[config.mk]
export PLATFORM = sky130hd
export DESIGN_NAME = noc_block_fifo_loopback
export DESIGN_NICKNAME = d
export VERILOG_FILES = /design/src/hw/rfnoc_loopback_pkg.sv /design/src/hw/settings_regs.sv /design/src/hw/axis_fifo.sv /design/src/hw/chdr_ingress.sv /design/src/hw/chdr_egress.sv /design/src/hw/noc_block_fifo_loopback.sv
export SDC_FILE = /design/constraint.sdc
export NUM_CORES = 2
export LEC_CHECK = 0
export BUFFER_PORTS_ARGS = -buffer_cell sky130_fd_sc_hd__buf_4
export CAP_MARGIN = 20
export CELL_PAD_IN_SITES_DETAIL_PLACEMENT = 0
export CELL_PAD_IN_SITES_GLOBAL_PLACEMENT = 2
export CORE_MARGIN = 4
export CORE_UTILIZATION = 45
export CTS_BUF_LIST = sky130_fd_sc_hd__clkbuf_4 sky130_fd_sc_hd__clkbuf_8
export CTS_CLUSTER_SIZE = 12
export DETAILED_ROUTE_END_ITERATION = 6
export PLACE_DENSITY_LB_ADDON = 0.1
export SYNTH_ARGS = -nofsm -noshare
export SYNTH_HDL_FRONTEND = slang
export SYNTH_HIERARCHICAL = 1
export SYNTH_SLANG_ARGS = --single-unit
[constraint.sdc]
create_clock -name i_ce_clk -period 21.1 [get_ports i_ce_clk]
set_input_delay 1.055 -clock i_ce_clk [delete_from_list [all_inputs] [get_ports i_ce_clk]]
set_output_delay 1.055 -clock i_ce_clk [all_outputs]
set_load 0.1 [all_outputs]
[src/hw/rfnoc_loopback_pkg.sv]
/* Shared CHDR types, settings addresses and the header/sample word union
   for the loopback block */
package rfnoc_loopback_pkg;

  localparam int CHDR_W = 64;

  // Settings addresses in the base 128 register region
  localparam logic [7:0] SR_NEXT_DST  = 8'd129;
  localparam logic [7:0] SR_CLEAR_SEQ = 8'd130;

  typedef enum logic [1:0] {
    PKT_DATA = 2'd0,
    PKT_FC   = 2'd1,
    PKT_CMD  = 2'd2,
    PKT_RESP = 2'd3
  } pkt_type_e;

  typedef struct packed {
    pkt_type_e   pkt_type;
    logic        has_time;
    logic        eob;
    logic [11:0] seqnum;
    logic [15:0] length;   // bytes, header included
    logic [15:0] src_sid;
    logic [15:0] dst_sid;
  } chdr_hdr_t;

  typedef struct packed {
    logic [31:0] sample_hi;
    logic [31:0] sample_lo;
  } sample_pair_t;

  // First beat of a packet is a header, later beats carry sample pairs
  typedef union packed {
    chdr_hdr_t    hdr;
    sample_pair_t smp;
  } chdr_word_u;

  typedef struct packed {
    logic        last;
    logic [31:0] data;
  } sample_t;

  // One entry per data packet, from ingress to egress
  typedef struct packed {
    logic [15:0] length;
    logic        eob;
    logic [15:0] src_sid;
    logic [15:0] dst_sid;
    logic        seq_clr;
  } hdr_info_t;

  typedef struct packed {
    logic        stb;
    logic [7:0]  addr;
    logic [31:0] data;
  } setting_t;

endpackage

[src/hw/settings_regs.sv]
`timescale 1ns/1ps
/* Settings register bank: next destination SID and sticky sequence clear */
module settings_regs (
  input  logic                         i_ce_clk,
  input  logic                         i_rst_n,
  input  rfnoc_loopback_pkg::setting_t i_setting,
  input  logic                         i_consume,
  output logic [15:0]                  o_next_dst,
  output logic                         o_clr_pending
);
  import rfnoc_loopback_pkg::*;

  logic wr_next_dst;
  logic wr_clear_seq;

  assign wr_next_dst  = i_setting.stb && (i_setting.addr == SR_NEXT_DST);
  assign wr_clear_seq = i_setting.stb && (i_setting.addr == SR_CLEAR_SEQ);

  always_ff @(posedge i_ce_clk or negedge i_rst_n) begin
    if (!i_rst_n) begin
      o_next_dst    <= 16'd0;
      o_clr_pending <= 1'b0;
    end else begin
      if (wr_next_dst) begin
        o_next_dst <= i_setting.data[15:0];
      end
      // A fresh clear request wins over a consume in the same cycle
      if (wr_clear_seq) begin
        o_clr_pending <= 1'b1;
      end else if (i_consume) begin
        o_clr_pending <= 1'b0;
      end
    end
  end

endmodule

[src/hw/axis_fifo.sv]
`timescale 1ns/1ps
/* Synchronous valid/ready FIFO with wrap-bit pointers */
module axis_fifo #(
  parameter int WIDTH = 32,
  parameter int SIZE  = 4
) (
  input  logic             i_ce_clk,
  input  logic             i_rst_n,
  input  logic [WIDTH-1:0] i_tdata,
  input  logic             i_tvalid,
  output logic             o_tready,
  output logic [WIDTH-1:0] o_tdata,
  output logic             o_tvalid,
  input  logic             i_tready
);

  localparam int DEPTH = 2 ** SIZE;

  logic [WIDTH-1:0] mem [DEPTH];
  logic [SIZE:0]    wr_ptr;
  logic [SIZE:0]    rd_ptr;
  logic [SIZE:0]    occupancy;
  logic             full;
  logic             empty;
  logic             push;
  logic             pop;

  // Same index with opposite wrap bits means full
  assign full      = (wr_ptr[SIZE] != rd_ptr[SIZE]) &&
                     (wr_ptr[SIZE-1:0] == rd_ptr[SIZE-1:0]);
  assign empty     = (wr_ptr == rd_ptr);
  assign occupancy = wr_ptr - rd_ptr;

  assign o_tready = !full;
  assign o_tvalid = !empty;
  assign push     = i_tvalid && !full;
  assign pop      = !empty && i_tready;

  // Head entry comes straight out of the register array
  assign o_tdata = mem[rd_ptr[SIZE-1:0]];

  always_ff @(posedge i_ce_clk) begin
    if (push) begin
      mem[wr_ptr[SIZE-1:0]] <= i_tdata;
    end
  end

  always_ff @(posedge i_ce_clk or negedge i_rst_n) begin
    if (!i_rst_n) begin
      wr_ptr <= '0;
      rd_ptr <= '0;
    end else begin
      if (push) wr_ptr <= wr_ptr + 1'b1;
      if (pop)  rd_ptr <= rd_ptr + 1'b1;
    end
  end

  a_occupancy: assert property (@(posedge i_ce_clk) disable iff (!i_rst_n)
    occupancy <= (SIZE+1)'(DEPTH));

endmodule

[src/hw/chdr_ingress.sv]
`timescale 1ns/1ps
/* CHDR input side: header decode, command register writes and the
   split of data payload beats into 32-bit samples */
module chdr_ingress (
  input  logic                                  i_ce_clk,
  input  logic                                  i_rst_n,
  input  logic [rfnoc_loopback_pkg::CHDR_W-1:0] i_tdata,
  input  logic                                  i_tlast,
  input  logic                                  i_tvalid,
  output logic                                  o_tready,
  input  logic [15:0]                           i_next_dst,
  input  logic                                  i_clr_pending,
  output logic                                  o_consume,
  output rfnoc_loopback_pkg::setting_t          o_setting,
  output rfnoc_loopback_pkg::sample_t           o_smp,
  output logic                                  o_smp_valid,
  input  logic                                  i_smp_ready,
  output rfnoc_loopback_pkg::hdr_info_t         o_hdr,
  output logic                                  o_hdr_valid,
  input  logic                                  i_hdr_ready
);
  import rfnoc_loopback_pkg::*;

  typedef enum logic [1:0] {ST_HDR, ST_DATA, ST_CMD, ST_DROP} state_e;

  state_e      state;
  chdr_word_u  word;
  logic        is_data;
  logic        in_xfer;
  logic        lo_pending;
  logic        lo_last;
  logic [31:0] lo_data;
  logic        cmd_first;
  logic        set_stb_q;
  logic [7:0]  set_addr_q;
  logic [31:0] set_data_q;

  assign word    = i_tdata;
  assign is_data = (word.hdr.pkt_type == PKT_DATA);

  //////////////////////////////////////////////////////////////////////
  // Input handshake
  //////////////////////////////////////////////////////////////////////
  // Headers wait one cycle after a register write so they see the new value
  always_comb begin
    o_tready = 1'b0;
    if (!lo_pending) begin
      case (state)
        ST_HDR:  o_tready = !set_stb_q && (!is_data || i_hdr_ready);
        ST_DATA: o_tready = i_smp_ready;
        default: o_tready = 1'b1;
      endcase
    end
  end

  assign in_xfer = i_tvalid && o_tready;

  // High sample goes out with the beat, low sample one cycle later
  assign o_smp_valid = lo_pending || ((state == ST_DATA) && i_tvalid);

  always_comb begin
    if (lo_pending) begin
      o_smp.last = lo_last;
      o_smp.data = lo_data;
    end else begin
      o_smp.last = 1'b0;
      o_smp.data = word.smp.sample_hi;
    end
  end

  assign o_hdr_valid = (state == ST_HDR) && !lo_pending && !set_stb_q && i_tvalid && is_data;
  assign o_consume   = o_hdr_valid && i_hdr_ready;

  always_comb begin
    o_hdr.length  = word.hdr.length;
    o_hdr.eob     = word.hdr.eob;
    o_hdr.src_sid = word.hdr.dst_sid;
    o_hdr.dst_sid = i_next_dst;
    o_hdr.seq_clr = i_clr_pending;
  end

  always_comb begin
    o_setting.stb  = set_stb_q;
    o_setting.addr = set_addr_q;
    o_setting.data = set_data_q;
  end

  //////////////////////////////////////////////////////////////////////
  // Packet FSM
  //////////////////////////////////////////////////////////////////////
  always_ff @(posedge i_ce_clk or negedge i_rst_n) begin
    if (!i_rst_n) begin
      state      <= ST_HDR;
      lo_pending <= 1'b0;
      cmd_first  <= 1'b0;
      set_stb_q  <= 1'b0;
    end else begin
      set_stb_q <= 1'b0;
      if (lo_pending && i_smp_ready) begin
        lo_pending <= 1'b0;
      end
      if (in_xfer) begin
        case (state)
          ST_HDR: begin
            cmd_first <= 1'b1;
            if (!i_tlast) begin
              case (word.hdr.pkt_type)
                PKT_DATA: state <= ST_DATA;
                PKT_CMD:  state <= ST_CMD;
                default:  state <= ST_DROP;
              endcase
            end
          end
          ST_DATA: begin
            lo_pending <= 1'b1;
            if (i_tlast) state <= ST_HDR;
          end
          ST_CMD: begin
            // Only the first payload beat writes a register
            cmd_first <= 1'b0;
            set_stb_q <= cmd_first;
            if (i_tlast) state <= ST_HDR;
          end
          default: begin
            if (i_tlast) state <= ST_HDR;
          end
        endcase
      end
    end
  end

  always_ff @(posedge i_ce_clk) begin
    if (in_xfer && (state == ST_DATA)) begin
      lo_data <= word.smp.sample_lo;
      lo_last <= i_tlast;
    end
    if (in_xfer && (state == ST_CMD) && cmd_first) begin
      set_addr_q <= word.smp.sample_hi[7:0];
      set_data_q <= word.smp.sample_lo;
    end
  end

  // A refused sample is offered again unchanged
  a_smp_hold: assert property (@(posedge i_ce_clk) disable iff (!i_rst_n)
    o_smp_valid && !i_smp_ready |=> o_smp_valid && $stable(o_smp));

endmodule

[src/hw/chdr_egress.sv]
`timescale 1ns/1ps
/* CHDR output side: sequence counter, header rebuild and packing of
   sample pairs into 64-bit beats */
module chdr_egress (
  input  logic                                  i_ce_clk,
  input  logic                                  i_rst_n,
  input  rfnoc_loopback_pkg::hdr_info_t         i_hdr,
  input  logic                                  i_hdr_valid,
  output logic                                  o_hdr_ready,
  input  rfnoc_loopback_pkg::sample_t           i_smp,
  input  logic                                  i_smp_valid,
  output logic                                  o_smp_ready,
  output logic [rfnoc_loopback_pkg::CHDR_W-1:0] o_tdata,
  output logic                                  o_tlast,
  output logic                                  o_tvalid,
  input  logic                                  i_tready
);
  import rfnoc_loopback_pkg::*;

  typedef enum logic [1:0] {PH_HDR, PH_HI, PH_LO} phase_e;

  phase_e      phase;
  logic [11:0] seq_cnt;
  logic [11:0] seq_now;
  logic [31:0] hi_q;
  logic        out_free;
  logic        hdr_load;
  logic        lo_load;
  logic        hdr_only;
  chdr_word_u  next_word;
  chdr_word_u  out_q;
  logic        out_last_q;
  logic        out_valid_q;

  // Output slot can take a new beat when empty or draining
  assign out_free    = !out_valid_q || i_tready;
  assign o_hdr_ready = (phase == PH_HDR) && out_free;
  assign hdr_load    = o_hdr_ready && i_hdr_valid;
  assign o_smp_ready = (phase == PH_HI) || ((phase == PH_LO) && out_free);
  assign lo_load     = (phase == PH_LO) && out_free && i_smp_valid;

  assign seq_now  = i_hdr.seq_clr ? 12'd0 : seq_cnt;
  assign hdr_only = (i_hdr.length <= 16'd8);

  always_comb begin
    next_word = '0;
    if (phase == PH_HDR) begin
      next_word.hdr = '{pkt_type: PKT_DATA, has_time: 1'b0, eob: i_hdr.eob,
                        seqnum: seq_now, length: i_hdr.length,
                        src_sid: i_hdr.src_sid, dst_sid: i_hdr.dst_sid};
    end else begin
      next_word.smp.sample_hi = hi_q;
      next_word.smp.sample_lo = i_smp.data;
    end
  end

  //////////////////////////////////////////////////////////////////////
  // Phase control and sequence counter
  //////////////////////////////////////////////////////////////////////
  always_ff @(posedge i_ce_clk or negedge i_rst_n) begin
    if (!i_rst_n) begin
      phase       <= PH_HDR;
      seq_cnt     <= 12'd0;
      out_valid_q <= 1'b0;
    end else begin
      if (hdr_load) begin
        seq_cnt <= seq_now + 12'd1;
        phase   <= hdr_only ? PH_HDR : PH_HI;
      end else if ((phase == PH_HI) && i_smp_valid) begin
        phase <= PH_LO;
      end else if (lo_load) begin
        phase <= i_smp.last ? PH_HDR : PH_HI;
      end

      if (hdr_load || lo_load) begin
        out_valid_q <= 1'b1;
      end else if (i_tready) begin
        out_valid_q <= 1'b0;
      end
    end
  end

  always_ff @(posedge i_ce_clk) begin
    if ((phase == PH_HI) && i_smp_valid) begin
      hi_q <= i_smp.data;
    end
    if (hdr_load || lo_load) begin
      out_q      <= next_word;
      out_last_q <= hdr_load ? hdr_only : i_smp.last;
    end
  end

  assign o_tdata  = out_q;
  assign o_tlast  = out_last_q;
  assign o_tvalid = out_valid_q;

  a_out_hold: assert property (@(posedge i_ce_clk) disable iff (!i_rst_n)
    o_tvalid && !i_tready |=> o_tvalid && $stable(o_tdata) && $stable(o_tlast));

endmodule

[src/hw/noc_block_fifo_loopback.sv]
`timescale 1ns/1ps
/* Loopback block top level: ingress, settings, sample and header FIFOs,
   egress */
module noc_block_fifo_loopback #(
  parameter int SAMPLE_FIFO_SIZE = 5,
  parameter int HDR_FIFO_SIZE    = 3
) (
  input  logic                                  i_ce_clk,
  input  logic                                  i_rst_n,
  input  logic [rfnoc_loopback_pkg::CHDR_W-1:0] i_tdata,
  input  logic                                  i_tlast,
  input  logic                                  i_tvalid,
  output logic                                  o_tready,
  output logic [rfnoc_loopback_pkg::CHDR_W-1:0] o_tdata,
  output logic                                  o_tlast,
  output logic                                  o_tvalid,
  input  logic                                  i_tready
);
  import rfnoc_loopback_pkg::*;

  setting_t    setting;
  logic [15:0] next_dst;
  logic        clr_pending;
  logic        consume;

  sample_t     smp_in;
  logic        smp_in_valid;
  logic        smp_in_ready;
  sample_t     smp_out;
  logic        smp_out_valid;
  logic        smp_out_ready;

  hdr_info_t   hdr_in;
  logic        hdr_in_valid;
  logic        hdr_in_ready;
  hdr_info_t   hdr_out;
  logic        hdr_out_valid;
  logic        hdr_out_ready;

  chdr_ingress ingress_i (
    .i_ce_clk(i_ce_clk), .i_rst_n(i_rst_n),
    .i_tdata(i_tdata), .i_tlast(i_tlast), .i_tvalid(i_tvalid), .o_tready(o_tready),
    .i_next_dst(next_dst), .i_clr_pending(clr_pending), .o_consume(consume),
    .o_setting(setting),
    .o_smp(smp_in), .o_smp_valid(smp_in_valid), .i_smp_ready(smp_in_ready),
    .o_hdr(hdr_in), .o_hdr_valid(hdr_in_valid), .i_hdr_ready(hdr_in_ready));

  settings_regs settings_i (
    .i_ce_clk(i_ce_clk), .i_rst_n(i_rst_n),
    .i_setting(setting), .i_consume(consume),
    .o_next_dst(next_dst), .o_clr_pending(clr_pending));

  ////////////////////////////////////////////////////////////////////
  // Sample and header-info queues
  ////////////////////////////////////////////////////////////////////
  axis_fifo #(.WIDTH($bits(sample_t)), .SIZE(SAMPLE_FIFO_SIZE)) smp_fifo_i (
    .i_ce_clk(i_ce_clk), .i_rst_n(i_rst_n),
    .i_tdata(smp_in), .i_tvalid(smp_in_valid), .o_tready(smp_in_ready),
    .o_tdata(smp_out), .o_tvalid(smp_out_valid), .i_tready(smp_out_ready));

  axis_fifo #(.WIDTH($bits(hdr_info_t)), .SIZE(HDR_FIFO_SIZE)) hdr_fifo_i (
    .i_ce_clk(i_ce_clk), .i_rst_n(i_rst_n),
    .i_tdata(hdr_in), .i_tvalid(hdr_in_valid), .o_tready(hdr_in_ready),
    .o_tdata(hdr_out), .o_tvalid(hdr_out_valid), .i_tready(hdr_out_ready));

  chdr_egress egress_i (
    .i_ce_clk(i_ce_clk), .i_rst_n(i_rst_n),
    .i_hdr(hdr_out), .i_hdr_valid(hdr_out_valid), .o_hdr_ready(hdr_out_ready),
    .i_smp(smp_out), .i_smp_valid(smp_out_valid), .o_smp_ready(smp_out_ready),
    .o_tdata(o_tdata), .o_tlast(o_tlast), .o_tvalid(o_tvalid), .i_tready(i_tready));

endmodule

==> results.cfg <==
[placed_design]
gp_congestion = 0.7412
hpwlAfterDp_um = 88400
post-place-ws_ns = 16.65
place_area_mm2 = 0.06723
port_buffers = 135

[sta]
relSlewSlack_pct = 28.35
fin_tns_setup_ns = 0
finalHoldWorstSlack_ns = 0.2758
layout_min_cycle_time_ns = 5.328
fin_skew_ns = 0.04493
rsz0062_at_grt = no
post-route-period-util_pct = 25.25
setup-violations-final = 0
worst_pin_slew_ns = 1.075
hold_viol = 0
fmax_mhz = 187.7
drv_slew = 0
worst_slack_ns = 15.77

[grt]
grt_max_degree = 132
grt.overflow.total = 0
grt_first_pass_wirelength_um = 243400
gr-usage-all-layers_pct = 23.60
antenna_found_initial = 10
grt_pass1_vias = 32650

[finish]
fin_nets = 3353
fill_cells = 11110
syn2layout_area_growth_pct = 13.45
drive_above_1_share_pct = 35.09
fin_area_mm2 = 0.07269
seq_area_mm2 = 0.04979
multi_input_area_mm2 = 0.01328

[drt]
drtAntennaViolNets = 0
first_pass_iters = 5
drtIter0Drc = 2755
wl_per_cell_um = 32.46
wl_um = 174000
via_count = 31380
drc = 0
viasPerCell = 5.852

[worst_setup_path]
critPathSlowestCell = dfrtp_4
rrSetupSlack_ns = 16.79
worst-path-max-fanout = 33
r2r-start = hdr_fifo_i/rd_ptr[0]
path_class = reg2out
critPathLaunchType = register
critPathCapture = o_tready
worstPathArrival_ns = 4.27
critPathMaxStageDelay_ns = 0.85
critPathRequiredTime_ns = 20.05
critPathLaunch = hdr_fifo_i/rd_ptr[0]
r2r_cells = 8
r2r_end = egress_i/o_tlast
worstPathCellList = buf_4 -> xor2_1 -> nor4_2 -> buf_4 -> inv_1 -> or4_1 -> a21oi_1 -> a211oi_1 -> buf_4
cpMostUsedCell = buf_4
cp-end-kind = primary output

[synthesis]
yosysWarnings = 6
netlist_instances = 2950
syn-num-nets = 3027
syn_area_mm2 = 0.06407
syn_avg_cell_area_um2 = 21.72

[clocking]
cts_tree = built
root_buffer = clkbuf_8
cts.clk_slew.worst_paths_ns = 0.06
clock_path_buffers = 4
worst_skew_pair.late_latency_ns = 0.97
cts.repair.resized = 0
numCtsBuffers = 290
clock_sinks = 1667
htreeDepth = 5

[min_path]
min_path_type = in2reg

[floorplan]
rows = 138
fp.dieW_um = 385.3
die_y_um = 385.3
fp.dieArea_mm2 = 0.1485
core_area_mm2 = 0.1414
start_util_pct = 45.31
ios = 136

[pwr]
power_leakage_nw = 23.41
ir_worst_vdd_mv = 0.1267
powerDensity_mw_per_mm2 = 142.8
total_power_mw = 10.38

[run_status]
status = complete, no violations

[job]
max-cap-violations = 0
[power by group]
part	total (mW)	internal, mW	switching [mW]
Combinational	3.28	1.12	2.16
Sequential	4.30	4.11	0.188
Clock	2.80	1.55	1.25
Total	10.4	6.78	3.60
[how the worst min path moves through the flow]
| stage | startpoint | to | slack (ns) | cells after the start |
|---|---|---|---|---|
| after detailed placement | ingress_i/set_data_q[5] | settings_i/o_next_dst[5] | 0.46 | 1 |
| after CTS | i_tdata[30] | ingress_i/lo_data[30] | 0.16 | 1 |
| after global placement | ingress_i/set_data_q[10] | settings_i/o_next_dst[10] | 0.46 | 1 |
| after global routing | i_tdata[30] | ingress_i/lo_data[30] | 0.19 | 1 |
| after floorplan | ingress_i/set_data_q[10] | settings_i/o_next_dst[10] | 0.46 | 1 |
| final | i_tdata[27] | ingress_i/lo_data[27] | 0.28 | 1 |
[worst max-delay path, delay by kind of cell (launching register included)]
family	cells	cell delay, ns
buffers and inverters	4	1.28
AOI/OAI and AO/OA	2	0.26
xor gates and xnor gates	1	0.24
DFF	1	0.85
and+or+nand+nor	2	0.66
[registers in the layout, summed over array words and instances (netlist names)]
register / cells
smp_fifo_i/mem: 1056
hdr_fifo_i/mem: 400
egress_i/o_tdata: 64
egress_i/hi_q: 32
ingress_i/lo_data: 32
ingress_i/set_data_q: 16
settings_i/o_next_dst: 16
egress_i/seq_cnt: 12
ingress_i/set_addr_q: 8
smp_fifo_i/rd_ptr: 6
smp_fifo_i/wr_ptr: 6
hdr_fifo_i/rd_ptr: 4
hdr_fifo_i/wr_ptr: 4
egress_i/phase: 2
ingress_i/state: 2
egress_i/o_tlast: 1
egress_i/o_tvalid: 1
ingress_i/cmd_first: 1
ingress_i/lo_last: 1
ingress_i/lo_pending: 1
ingress_i/set_stb_q: 1
settings_i/o_clr_pending: 1
[metal layers]
metal	track usage, %	share of wire [%]
met1	31.59	40
met2	38.94	50
met3	5.007	7.6
met4	7.599	2.7
met5	0	0.019
[cells in the final DEF (no fill, tap or decap), types with 20 or more instances in the layout]
cell type / n
nor4_2: 26
nand2_1: 191
mux2_2: 91
nor4_1: 20
dfrtp_1: 51
edfxtp_1: 1610
clkbuf_8: 307
clkinv_1: 59
o22ai_1: 134
nor2_4: 35
clkbuf_4: 90
mux4_2: 364
buf_4: 226
[final cells by class]
class	instances	area share (%)
Sequential cell	1667	68.50
Inverter	14	0.07230
Clock inverter	87	0.6851
Clock buffer	397	6.743
Antenna cell	4	0.01377
Multi-Input combinational cell	1068	18.27
Tap cell	1890	3.253
Timing Repair Buffer	235	2.465
[what timing repair did]
action                    CTS  global route
setup buffers               0             0
hold endpoints to repair   18             0
hold buffers                1             0
[metrics by stage]
stage,utilization [%],cells
after floorplan,-,2950
after global placement,47.46,4860
after detailed placement,47.54,4869
after CTS,51.37,5354
after global routing,51.39,5359
final,51.40,5362
Power figures use the tool's default switching activity.
